`src/logic/elink_macros.svh`:
```
// Queue sizing and symbol slot timing for the e-link word path
`ifndef ELINK_MACROS_SVH
`define ELINK_MACROS_SVH

// Entries per word queue, power of two
`define ELINK_FIFO_DEPTH 8

// Lane cycles per 10-bit symbol at 2 bits per cycle
`define ELINK_SLOT_CYCLES 5

`endif

```
`src/logic/linkPkg.sv`:
```
// Line-code package: symbol and lane types, K28 codes, 5b6b/3b4b tables
// and the per-block encode helpers shared by encoder and decoder
`default_nettype none

package linkPkg;

  typedef logic [9:0] symbol10T; // abcdei fghj, bit 9 = a, sent first
  typedef logic [1:0] laneT;     // Bit 1 leaves first

  // K28.x at negative disparity; positive form is the complement
  localparam symbol10T commaNeg = 10'b0011111010; // K28.5
  localparam symbol10T commaPos = 10'b1100000101;
  localparam symbol10T k281Neg  = 10'b0011111001; // Start of packet
  localparam symbol10T k282Neg  = 10'b0011110101; // End of packet

  // 5b6b, RD- column, indexed by EDCBA
  localparam logic [5:0] code6Tab [32] = '{
    6'b100111, 6'b011101, 6'b101101, 6'b110001, 6'b110101, 6'b101001, 6'b011001, 6'b111000,
    6'b111001, 6'b100101, 6'b010101, 6'b110100, 6'b001101, 6'b101100, 6'b011100, 6'b010111,
    6'b011011, 6'b100011, 6'b010011, 6'b110010, 6'b001011, 6'b101010, 6'b011010, 6'b111010,
    6'b110011, 6'b100110, 6'b010110, 6'b110110, 6'b001110, 6'b101110, 6'b011110, 6'b101011
  };

  // 3b4b, RD- column, indexed by HGF; entry 7 is the primary P7
  localparam logic [3:0] code4Tab [8] = '{
    4'b1011, 4'b1001, 4'b0101, 4'b1100, 4'b1101, 4'b1010, 4'b0110, 4'b1110
  };
  localparam logic [3:0] altSeven = 4'b0111; // A7, avoids a run of five

  // 6-bit block for the current disparity rd (1 = positive)
  function automatic logic [5:0] enc6(input logic [4:0] x, input logic rd);
    logic [5:0] t;
    t = code6Tab[x];
    if (rd && ($countones(t) != 3 || x == 5'd7)) // D.7 flips though balanced
      t = ~t;
    return t;
  endfunction

  // 4-bit block for the disparity after the 6-bit block
  function automatic logic [3:0] enc4(input logic [2:0] y, input logic rd, input logic alt);
    logic [3:0] t;
    t = (alt && y == 3'd7) ? altSeven : code4Tab[y];
    if (rd && ($countones(t) != 2 || y == 3'd3)) // Same for x.3
      t = ~t;
    return t;
  endfunction

endpackage

`default_nettype wire

```
`src/logic/wordPkg.sv`:
```
// User word package: delimiter kind plus transmit and receive word structs
`default_nettype none

package wordPkg;

  // Non-data kinds travel as K28.1, K28.2 and K28.5
  typedef enum logic [1:0] {
    kindData = 2'd0,
    kindSop  = 2'd1,
    kindEop  = 2'd2,
    kindIdle = 2'd3
  } kindT;

  typedef struct packed {
    kindT       kind;
    logic [7:0] data; // Ignored unless kindData
  } txWordT;

  typedef struct packed {
    kindT       kind;
    logic [7:0] data;    // Zero for K-characters
    logic       codeErr; // Unknown group or disparity violation
  } rxWordT;

endpackage

`default_nettype wire

```
`src/logic/syncFifo.sv`:
```
// Synchronous FIFO with first-word-fall-through head and a typed payload
`timescale 1ns/1ps
`default_nettype none
`include "elink_macros.svh"

module syncFifo #(
  parameter type payloadT = logic [7:0]
) (
  input  logic    getDataTrig,
  input  logic    rstN,
  input  logic    wrEn,
  input  payloadT din,
  input  logic    rdEn,
  output payloadT dout,
  output logic    full,
  output logic    empty
);
  localparam int depth = `ELINK_FIFO_DEPTH;
  localparam int ptrW  = $clog2(depth);

  payloadT         mem [depth];
  logic [ptrW-1:0] wrPtr;
  logic [ptrW-1:0] rdPtr;
  logic [ptrW:0]   count; // Occupancy, 0 to depth
  logic            doWr;
  logic            doRd;

  assign doWr  = wrEn && !full;  // Write dropped when full
  assign doRd  = rdEn && !empty;
  assign full  = count == (ptrW + 1)'(depth);
  assign empty = count == '0;
  assign dout  = mem[rdPtr];     // Head visible without a read

  always_ff @(posedge getDataTrig)
  begin
    if (doWr)
      mem[wrPtr] <= din;
  end

  always_ff @(posedge getDataTrig or negedge rstN)
  begin
    if (!rstN)
    begin
      wrPtr <= '0;
      rdPtr <= '0;
      count <= '0;
    end
    else
    begin
      if (doWr)
        wrPtr <= wrPtr + 1'b1; // Wraps at power-of-two depth
      if (doRd)
        rdPtr <= rdPtr + 1'b1;
      case ({doWr, doRd})
        2'b10:   count <= count + 1'b1;
        2'b01:   count <= count - 1'b1;
        default: count <= count;
      endcase
    end
  end

endmodule

`default_nettype wire

```
`src/logic/txEncoder.sv`:
```
// 8b10b encoder with running disparity and K28 delimiters,
// loaded once per slot into a 10-to-2 shift serializer
`timescale 1ns/1ps
`default_nettype none

module txEncoder (
  input  logic            getDataTrig,
  input  logic            rstN,
  input  wordPkg::txWordT word,
  input  logic            slotStart,
  input  logic            useIdle,
  output linkPkg::laneT   edataOut
);
  import wordPkg::*;
  import linkPkg::*;

  kindT       kind;
  logic [4:0] x;       // EDCBA
  logic [2:0] y;       // HGF
  logic       rdCur;   // Running disparity, 1 = positive
  logic       rd6;     // After the 6-bit block
  logic       rdData;  // After a data symbol
  logic       useAlt;
  logic [5:0] code6;
  logic [3:0] code4;
  symbol10T   kNeg;
  symbol10T   symNext;
  symbol10T   shifter;

  always_comb
  begin
    kind  = useIdle ? kindIdle : word.kind;
    x     = word.data[4:0];
    y     = word.data[7:5];
    code6 = enc6(x, rdCur);
    rd6   = ($countones(code6) == 3) ? rdCur : ~rdCur;
    // A7 where P7 would join a run of five
    useAlt = (y == 3'd7) &&
             (rd6 ? (x == 5'd11 || x == 5'd13 || x == 5'd14)
                  : (x == 5'd17 || x == 5'd18 || x == 5'd20));
    code4  = enc4(y, rd6, useAlt);
    rdData = ($countones(code4) == 2) ? rd6 : ~rd6;
    case (kind)
      kindSop: kNeg = k281Neg;
      kindEop: kNeg = k282Neg;
      default: kNeg = commaNeg; // Idle
    endcase
    if (kind == kindData)
      symNext = {code6, code4};
    else
      symNext = rdCur ? ~kNeg : kNeg; // Every K28 used flips disparity
  end

  always_ff @(posedge getDataTrig or negedge rstN)
  begin
    if (!rstN)
    begin
      rdCur   <= 1'b0; // Start negative
      shifter <= '0;
    end
    else if (slotStart)
    begin
      shifter <= symNext;
      rdCur   <= (kind == kindData) ? rdData : ~rdCur;
    end
    else
      shifter <= {shifter[7:0], 2'b00}; // Two bits per cycle
  end

  assign edataOut = shifter[9:8]; // a, b first

endmodule

`default_nettype wire

```
`src/logic/rxAligner.sv`:
```
// Lane deserializer window with comma match at every 2-bit phase
`timescale 1ns/1ps
`default_nettype none

module rxAligner (
  input  logic              getDataTrig,
  input  logic              rstN,
  input  linkPkg::laneT     edataIn,
  output linkPkg::symbol10T window,
  output logic              commaHit
);
  import linkPkg::*;

  // Oldest bits at the top, matching symbol bit order
  always_ff @(posedge getDataTrig or negedge rstN)
  begin
    if (!rstN)
      window <= '0;
    else
      window <= {window[7:0], edataIn};
  end

  // Either polarity; 0011111/1100000 only shows up aligned
  assign commaHit = (window == commaNeg) || (window == commaPos);

endmodule

`default_nettype wire

```
`src/logic/rxDecoder.sv`:
```
// 8b10b decoder: reverse table search, K28 delimiters, running disparity
// tracking with code and disparity error flag
`timescale 1ns/1ps
`default_nettype none

module rxDecoder (
  input  logic              getDataTrig,
  input  logic              rstN,
  input  linkPkg::symbol10T window,
  input  logic              symStrobe,
  output wordPkg::rxWordT   decWord,
  output logic              decValid
);
  import linkPkg::*;
  import wordPkg::*;

  logic       rdCur;  // Expected disparity, 1 = positive
  logic       rd6;    // Carried by received 6-bit block
  logic       rdNext;
  logic [5:0] w6;
  logic [3:0] w4;
  logic       hit6, hit4;
  logic       bad6, bad4; // Group valid only at the other disparity
  logic       kBad;
  logic [4:0] x;
  logic [2:0] y;
  logic [2:0] yCand;
  kindT       kind;
  rxWordT     decNext;

  assign w6 = window[9:4];
  assign w4 = window[3:0];

  // Disparity follows what arrived, so one error does not cascade
  assign rd6    = ($countones(w6) == 3) ? rdCur : ($countones(w6) > 3);
  assign rdNext = ($countones(w4) == 2) ? rd6 : ($countones(w4) > 2);

  always_comb
  begin
    hit6  = 1'b0;
    bad6  = 1'b0;
    hit4  = 1'b0;
    bad4  = 1'b0;
    x     = '0;
    y     = '0;
    yCand = '0;
    // Groups are unique across both columns, so at most one match
    for (int i = 0; i < 32; i++)
    begin
      if (w6 == enc6(5'(i), rdCur))
      begin
        hit6 = 1'b1;
        x    = 5'(i);
      end
      else if (w6 == enc6(5'(i), ~rdCur))
      begin
        hit6 = 1'b1;
        bad6 = 1'b1;
        x    = 5'(i);
      end
    end
    for (int j = 0; j < 9; j++)
    begin
      yCand = (j == 8) ? 3'd7 : 3'(j); // Slot 8 is A7
      if (w4 == enc4(yCand, rd6, j == 8))
      begin
        hit4 = 1'b1;
        y    = yCand;
      end
      else if (w4 == enc4(yCand, ~rd6, j == 8))
      begin
        hit4 = 1'b1;
        bad4 = 1'b1;
        y    = yCand;
      end
    end
    kind = kindData;
    kBad = 1'b0;
    if (window == commaNeg || window == commaPos)
      kind = kindIdle; // Either polarity, resyncs disparity
    else if (window == k281Neg || window == ~k281Neg)
    begin
      kind = kindSop;
      kBad = window != (rdCur ? ~k281Neg : k281Neg);
    end
    else if (window == k282Neg || window == ~k282Neg)
    begin
      kind = kindEop;
      kBad = window != (rdCur ? ~k282Neg : k282Neg);
    end
    decNext.kind    = kind;
    decNext.data    = (kind == kindData) ? {y, x} : 8'h00;
    decNext.codeErr = (kind == kindData) ? (!hit6 || !hit4 || bad6 || bad4) : kBad;
  end

  always_ff @(posedge getDataTrig or negedge rstN)
  begin
    if (!rstN)
    begin
      rdCur    <= 1'b0;
      decValid <= 1'b0;
    end
    else
    begin
      decValid <= symStrobe; // Word ready the cycle after the strobe
      if (symStrobe)
        rdCur <= rdNext;
    end
  end

  always_ff @(posedge getDataTrig)
  begin
    if (symStrobe)
      decWord <= decNext;
  end

endmodule

`default_nettype wire

```
`src/logic/elinkCtrl.sv`:
```
// Link control: transmit slot counter and pop, receive hunt/lock FSM
// with phase counter and error run, receive push and overflow flag
`timescale 1ns/1ps
`default_nettype none
`include "elink_macros.svh"

module elinkCtrl (
  input  logic            getDataTrig,
  input  logic            rstN,
  input  logic            txEmpty,
  output logic            txPop,
  output logic            slotStart,
  input  logic            commaHit,
  input  logic            decValid,
  input  wordPkg::rxWordT decWord,
  input  logic            rxFullIn,
  output logic            rxPush,
  output logic            symStrobe,
  output logic            locked,
  output logic            rxOverflow
);
  import wordPkg::*;

  localparam int slotW = $clog2(`ELINK_SLOT_CYCLES);
  localparam logic [slotW-1:0] slotLast = slotW'(`ELINK_SLOT_CYCLES - 1);

  typedef enum logic {
    stHunt,
    stLocked
  } lockStateT;

  lockStateT        state;
  logic [slotW-1:0] slotCnt;  // Transmit slot position
  logic [slotW-1:0] phaseCnt; // Receive symbol phase
  logic [1:0]       errRun;   // Consecutive bad symbols
  logic             wantPush; // Decoded word worth keeping
  logic             decErr;

  assign slotStart = slotCnt == '0;
  assign txPop     = slotStart && !txEmpty;

  assign wantPush = decValid && decWord.kind != kindIdle;
  assign rxPush   = wantPush && !rxFullIn;
  assign decErr   = decValid && decWord.codeErr;

  // Hunting: decode the comma that triggers lock
  assign symStrobe = (state == stHunt) ? commaHit : (phaseCnt == slotLast);
  assign locked    = state == stLocked;

  always_ff @(posedge getDataTrig or negedge rstN)
  begin
    if (!rstN)
      slotCnt <= '0;
    else
      slotCnt <= (slotCnt == slotLast) ? '0 : slotCnt + 1'b1;
  end

  always_ff @(posedge getDataTrig or negedge rstN)
  begin
    if (!rstN)
    begin
      state    <= stHunt;
      phaseCnt <= '0;
      errRun   <= '0;
    end
    else
    begin
      case (state)
        stHunt:
        begin
          if (commaHit)
          begin
            state    <= stLocked;
            phaseCnt <= '0; // Next symbol ends five cycles on
            errRun   <= '0;
          end
        end
        default:
        begin
          phaseCnt <= (phaseCnt == slotLast) ? '0 : phaseCnt + 1'b1;
          if (decErr)
          begin
            if (errRun == 2'd2)
            begin
              state  <= stHunt; // Third bad symbol in a row
              errRun <= '0;
            end
            else
              errRun <= errRun + 1'b1;
          end
          else if (decValid)
            errRun <= '0;
        end
      endcase
    end
  end

  // Sticky drop flag
  always_ff @(posedge getDataTrig or negedge rstN)
  begin
    if (!rstN)
      rxOverflow <= 1'b0;
    else if (wantPush && rxFullIn)
      rxOverflow <= 1'b1;
  end

endmodule

`default_nettype wire

```
`src/logic/elinkLoop.sv`:
```
// E-link word path top: transmit and receive queues, slot and lock control,
// 8b10b encoder with serializer, comma aligner and decoder
`timescale 1ns/1ps
`default_nettype none

module elinkLoop (
  input  logic            getDataTrig,
  input  logic            rstN,
  input  wordPkg::txWordT txWord,
  input  logic            txWrEn,
  output logic            txFull,
  output wordPkg::rxWordT rxWord,
  input  logic            rxRdEn,
  output logic            rxEmpty,
  output linkPkg::laneT   edataOut,
  input  linkPkg::laneT   edataIn,
  output logic            locked,
  output logic            rxOverflow
);
  import wordPkg::*;
  import linkPkg::*;

  txWordT   txHead;       // FWFT head of transmit queue
  logic     txEmpty;
  logic     txPop;
  logic     slotStart;
  symbol10T window;       // Last 10 lane bits
  logic     commaHit;
  logic     symStrobe;
  rxWordT   decWord;
  logic     decValid;
  logic     rxPush;
  logic     rxFullInt;

  syncFifo #(.payloadT(txWordT)) u_txFifo (
    .getDataTrig (getDataTrig),
    .rstN        (rstN),
    .wrEn        (txWrEn),
    .din         (txWord),
    .rdEn        (txPop),
    .dout        (txHead),
    .full        (txFull),
    .empty       (txEmpty)
  );

  elinkCtrl u_ctrl (
    .getDataTrig (getDataTrig),
    .rstN        (rstN),
    .txEmpty     (txEmpty),
    .txPop       (txPop),
    .slotStart   (slotStart),
    .commaHit    (commaHit),
    .decValid    (decValid),
    .decWord     (decWord),
    .rxFullIn    (rxFullInt),
    .rxPush      (rxPush),
    .symStrobe   (symStrobe),
    .locked      (locked),
    .rxOverflow  (rxOverflow)
  );

  // Empty queue at slot start means an idle comma goes out
  txEncoder u_txEncoder (
    .getDataTrig (getDataTrig),
    .rstN        (rstN),
    .word        (txHead),
    .slotStart   (slotStart),
    .useIdle     (txEmpty),
    .edataOut    (edataOut)
  );

  rxAligner u_rxAligner (
    .getDataTrig (getDataTrig),
    .rstN        (rstN),
    .edataIn     (edataIn),
    .window      (window),
    .commaHit    (commaHit)
  );

  rxDecoder u_rxDecoder (
    .getDataTrig (getDataTrig),
    .rstN        (rstN),
    .window      (window),
    .symStrobe   (symStrobe),
    .decWord     (decWord),
    .decValid    (decValid)
  );

  syncFifo #(.payloadT(rxWordT)) u_rxFifo (
    .getDataTrig (getDataTrig),
    .rstN        (rstN),
    .wrEn        (rxPush),
    .din         (decWord),
    .rdEn        (rxRdEn),
    .dout        (rxWord),
    .full        (rxFullInt),
    .empty       (rxEmpty)
  );

endmodule

`default_nettype wire

```
`config.mk`:
```
export PLATFORM = sky130hd
export DESIGN_NAME = elinkLoop
export DESIGN_NICKNAME = d
export VERILOG_FILES = /design/src/logic/linkPkg.sv /design/src/logic/wordPkg.sv /design/src/logic/syncFifo.sv /design/src/logic/txEncoder.sv /design/src/logic/rxAligner.sv /design/src/logic/rxDecoder.sv /design/src/logic/elinkCtrl.sv /design/src/logic/elinkLoop.sv
export VERILOG_INCLUDE_DIRS = /design/src /design/src/logic
export SDC_FILE = /design/constraint.sdc
export NUM_CORES = 1
export LEC_CHECK = 0
export BUFFER_PORTS_ARGS = -buffer_cell sky130_fd_sc_hd__buf_2
export CORE_MARGIN = 2
export CORE_UTILIZATION = 40
export CTS_CLUSTER_DIAMETER = 80
export CTS_CLUSTER_SIZE = 8
export DETAILED_ROUTE_END_ITERATION = 10
export SETUP_SLACK_MARGIN = 0.5
export SYNTH_ARGS = -nofsm -noshare
export SYNTH_HDL_FRONTEND = slang
export SYNTH_SLANG_ARGS = --single-unit
```
`constraint.sdc`:
```
create_clock -name getDataTrig -period 10.3 [get_ports getDataTrig]
set_input_delay 0 -clock getDataTrig [delete_from_list [all_inputs] [get_ports getDataTrig]]
set_output_delay 0 -clock getDataTrig [all_outputs]
set_load 0.005 [all_outputs]
```
==> reports/qor.yml <==
status: "completed"
die_area_um2: 32200
holdPathStages: 2
clkLatencyLatePin_ns: 0.49
netlist_area_um2: 12300
fmax_mhz: 122
timing.rr.start: "u_txFifo.rdPtr[0]$_DFFE_PN0P_"
totalWireLength_um: 25000
numCtsBuffers: 35
reg2reg_depth: 28
viasPerCell: 5.55
setup_viol_count_final: 0
tightest_slew_ns: 1.14
min_period_ns: 8.20
hold_path.class: "primary input to flip-flop"
hp-start: "edataIn[0]"
synthArstFlopShare: 0.228
synthFlopType: "edfxtp_1"
wl_per_cell_um: 17.6
fin_setup_tns_ns: 0
critical_path_class: "flip-flop to flip-flop"
fin_ws_ns: 2.10
synth_edf_count: 179
yosys_warnings: 0
grt_pass1_vias: 7719
die_h_um: 179
htreeDepth: 2
slew_headroom: 0.239
maxSlewViolCount: 0
clock_path_buffers: 3
whs_ns: 0.168
synth_area_per_cell_um2: 13.0
fin_crit_sh: 0.796
synthCells: 947
vias: 7907
worst-path-max-fanout: 11
grt_max_degree: 54
gp_congestion: 0.853
cts.root.buffer_cell: "clkbuf_16"
pre_cts_ws_ns: 2.09
first_pass_iters: 7
cp_slowest_cell: "dfrtp_1"
startpoint_type: "flip-flop"
cts_tree: "built"
final_nets: 1077
synth_cell_types: 79
antenna_left: 0
ys_seq_area_frac: 0.544
drcViolationCount: 0
cts.sinks: 232
ys_ff_latch: 232
fin_skew_ns: 0.0163
overflow: 0
dpl-instance-area_um2: 12900
grt_pass1_wl_um: 41600
cp-end-kind: "flip-flop"
drive_gt1_frac: 0.170
final_common_cell: "edfxtp_1"
final_hold_viol_count: 0
clk_pin_slew_ns: 0.05
slowest_delay_ns: 0.78
syn_nets: 1023
grt_usage: 0.157
worst_ep_required_time_ns: 10.71
initial_core_util: 0.405
rows: 64
mostFrequentLayoutCells: "edfxtp_1, nand2_1, nor2_1"
area_growth_pct: 14.4
cellPowerDensity_nw_per_um2: 342
maxCapViolations: 0
rsz0062_at_grt: "no"
post-dp-hpwl_um: 16400
min_to: "u_rxAligner.window[0]$_DFF_PN0_"
leakage_uw: 0.00512
fin_area_um2: 14100
nFillCells: 2691
drtIter0Drc: 595
core_area_um2: 30400
reg2reg_slack_ns: 2.10
r2r-end: "u_txEncoder.rdCur$_DFFE_PN0P_"
vdd_drop_max_mv: 0.318
grt_antenna_before_repair: 1
cp_data_arrival_time_ns: 8.61
io_pins: 33
fp.dieW_um: 179
numPortBuffers: 32
==> through the flow <==
stage               cells  power [µW]   util
CTS                  1423        4860  0.463
finish               1424        4820  0.463
detailed placement   1345        3800  0.424
floorplan             947        3310      -
global placement     1345        3740  0.424
global route         1424        5200  0.463
==> state kept, by name, indices dropped and copies added, names as in the netlist <==
register and cells:
u_rxDecoder.rdCur 1, u_rxDecoder.decWord 11, u_rxAligner.window 10, u_ctrl.phaseCnt 3
u_ctrl.slotCnt 3, u_txEncoder.rdCur 1, u_txFifo.wrPtr 3, u_rxDecoder.decValid 1
u_txEncoder.shifter 10, u_ctrl.rxOverflow 1, u_rxFifo.wrPtr 3, u_rxFifo.rdPtr 3
u_txFifo.count 4, u_ctrl.errRun 2, u_rxFifo.mem 88, u_rxFifo.count 4
u_txFifo.rdPtr 3, u_txFifo.mem 80, u_ctrl.locked 1
==> metal layers <==
metal,GRT usage,up-vias,share of wire
met4,0.0377,0,0.015
met5,0,-,0
met2,0.251,185,0.47
met3,0.0245,36,0.045
met1,0.226,3905,0.47
li1,-,3781,-
==> cells by family (layout without fill, tap and decap cells) <==
family                   Yosys count  in the layout  synth area share
flip-flops                       232            232             0.544
AND/OR/NAND/NOR                  251            251             0.100
buffers and inverters             87            167            0.0298
multiplexers                      85             85             0.119
AO/OA/AOI/OAI                    201            201             0.119
XOR/XNOR                          30             30            0.0213
adder cells (fa/ha/maj)           61             61            0.0672
other                              0              1                 0
==> cell usage after synthesis, types with 21 or more instances <==
library cell  count  share of area
a21oi_1          28          0.011
clkbuf_1         31         0.0094
dfrtp_1          53           0.11
edfxtp_1        179           0.44
ha_1             51          0.052
inv_1            37          0.011
mux4_2           40          0.073
nand2_1          74          0.023
nand3_1          21         0.0085
nor2_1           59          0.018
o21ai_0          41          0.017
xnor2_1          22          0.016
==> worst max-delay path by stage <==
stage	endpoint	slack (ns)	cells after the start	from
after floorplan	u_txEncoder.rdCur$_DFFE_PN0P_	2.89	31	u_txFifo.rdPtr[0]$_DFFE_PN0P_
after global placement	u_txEncoder.rdCur$_DFFE_PN0P_	2.25	30	u_txFifo.rdPtr[0]$_DFFE_PN0P_
after detailed placement	u_txEncoder.rdCur$_DFFE_PN0P_	2.09	28	u_txFifo.rdPtr[0]$_DFFE_PN0P_
after CTS	u_txEncoder.rdCur$_DFFE_PN0P_	2.06	28	u_txFifo.rdPtr[0]$_DFFE_PN0P_
after global routing	u_txEncoder.rdCur$_DFFE_PN0P_	1.50	30	u_txFifo.rdPtr[0]$_DFFE_PN0P_
final	u_txEncoder.rdCur$_DFFE_PN0P_	2.10	28	u_txFifo.rdPtr[0]$_DFFE_PN0P_
==> critical path: cells and delay by family, from the launching register on <==
kind,cells,cell delay (ns)
flops,1,0.78
buf+inv,2,0.31
mux,3,1.14
fa+ha+maj,7,2.54
xor+xnor,2,0.44
compound gates,5,1.23
simple gates,9,1.68
==> area by class of cell <==
class                   count  area, µm²  area share
clock inverters             4       37.5     0.00266
diodes                      1       2.50    0.000178
well taps                 396        495      0.0352
clock buffers              59        987      0.0701
flip-flops and latches    232       6700       0.476
inverters                  39        146      0.0104
repair buffers             65        445      0.0316
multi-input cells         628       5280       0.374
==> report_power, final <==
| group | internal, µW | switching [µW] | leakage, µW | total, µW |
|---|---|---|---|---|
| clock | 650 | 384 | 0.000486 | 1030 |
| combinational | 1130 | 1370 | 0.00236 | 2490 |
| sequential | 1140 | 150 | 0.00227 | 1290 |
==> what timing repair did <==
item | 4_1_cts | 5_1_grt
hold buffers | 15 | 0
resized for setup | 0 | 0
endpoints found under the setup margin | 0 | 0
hold endpoints to repair | 140 | 0
buffers inserted | 0 | 0
(Power assumes the default switching activity.)
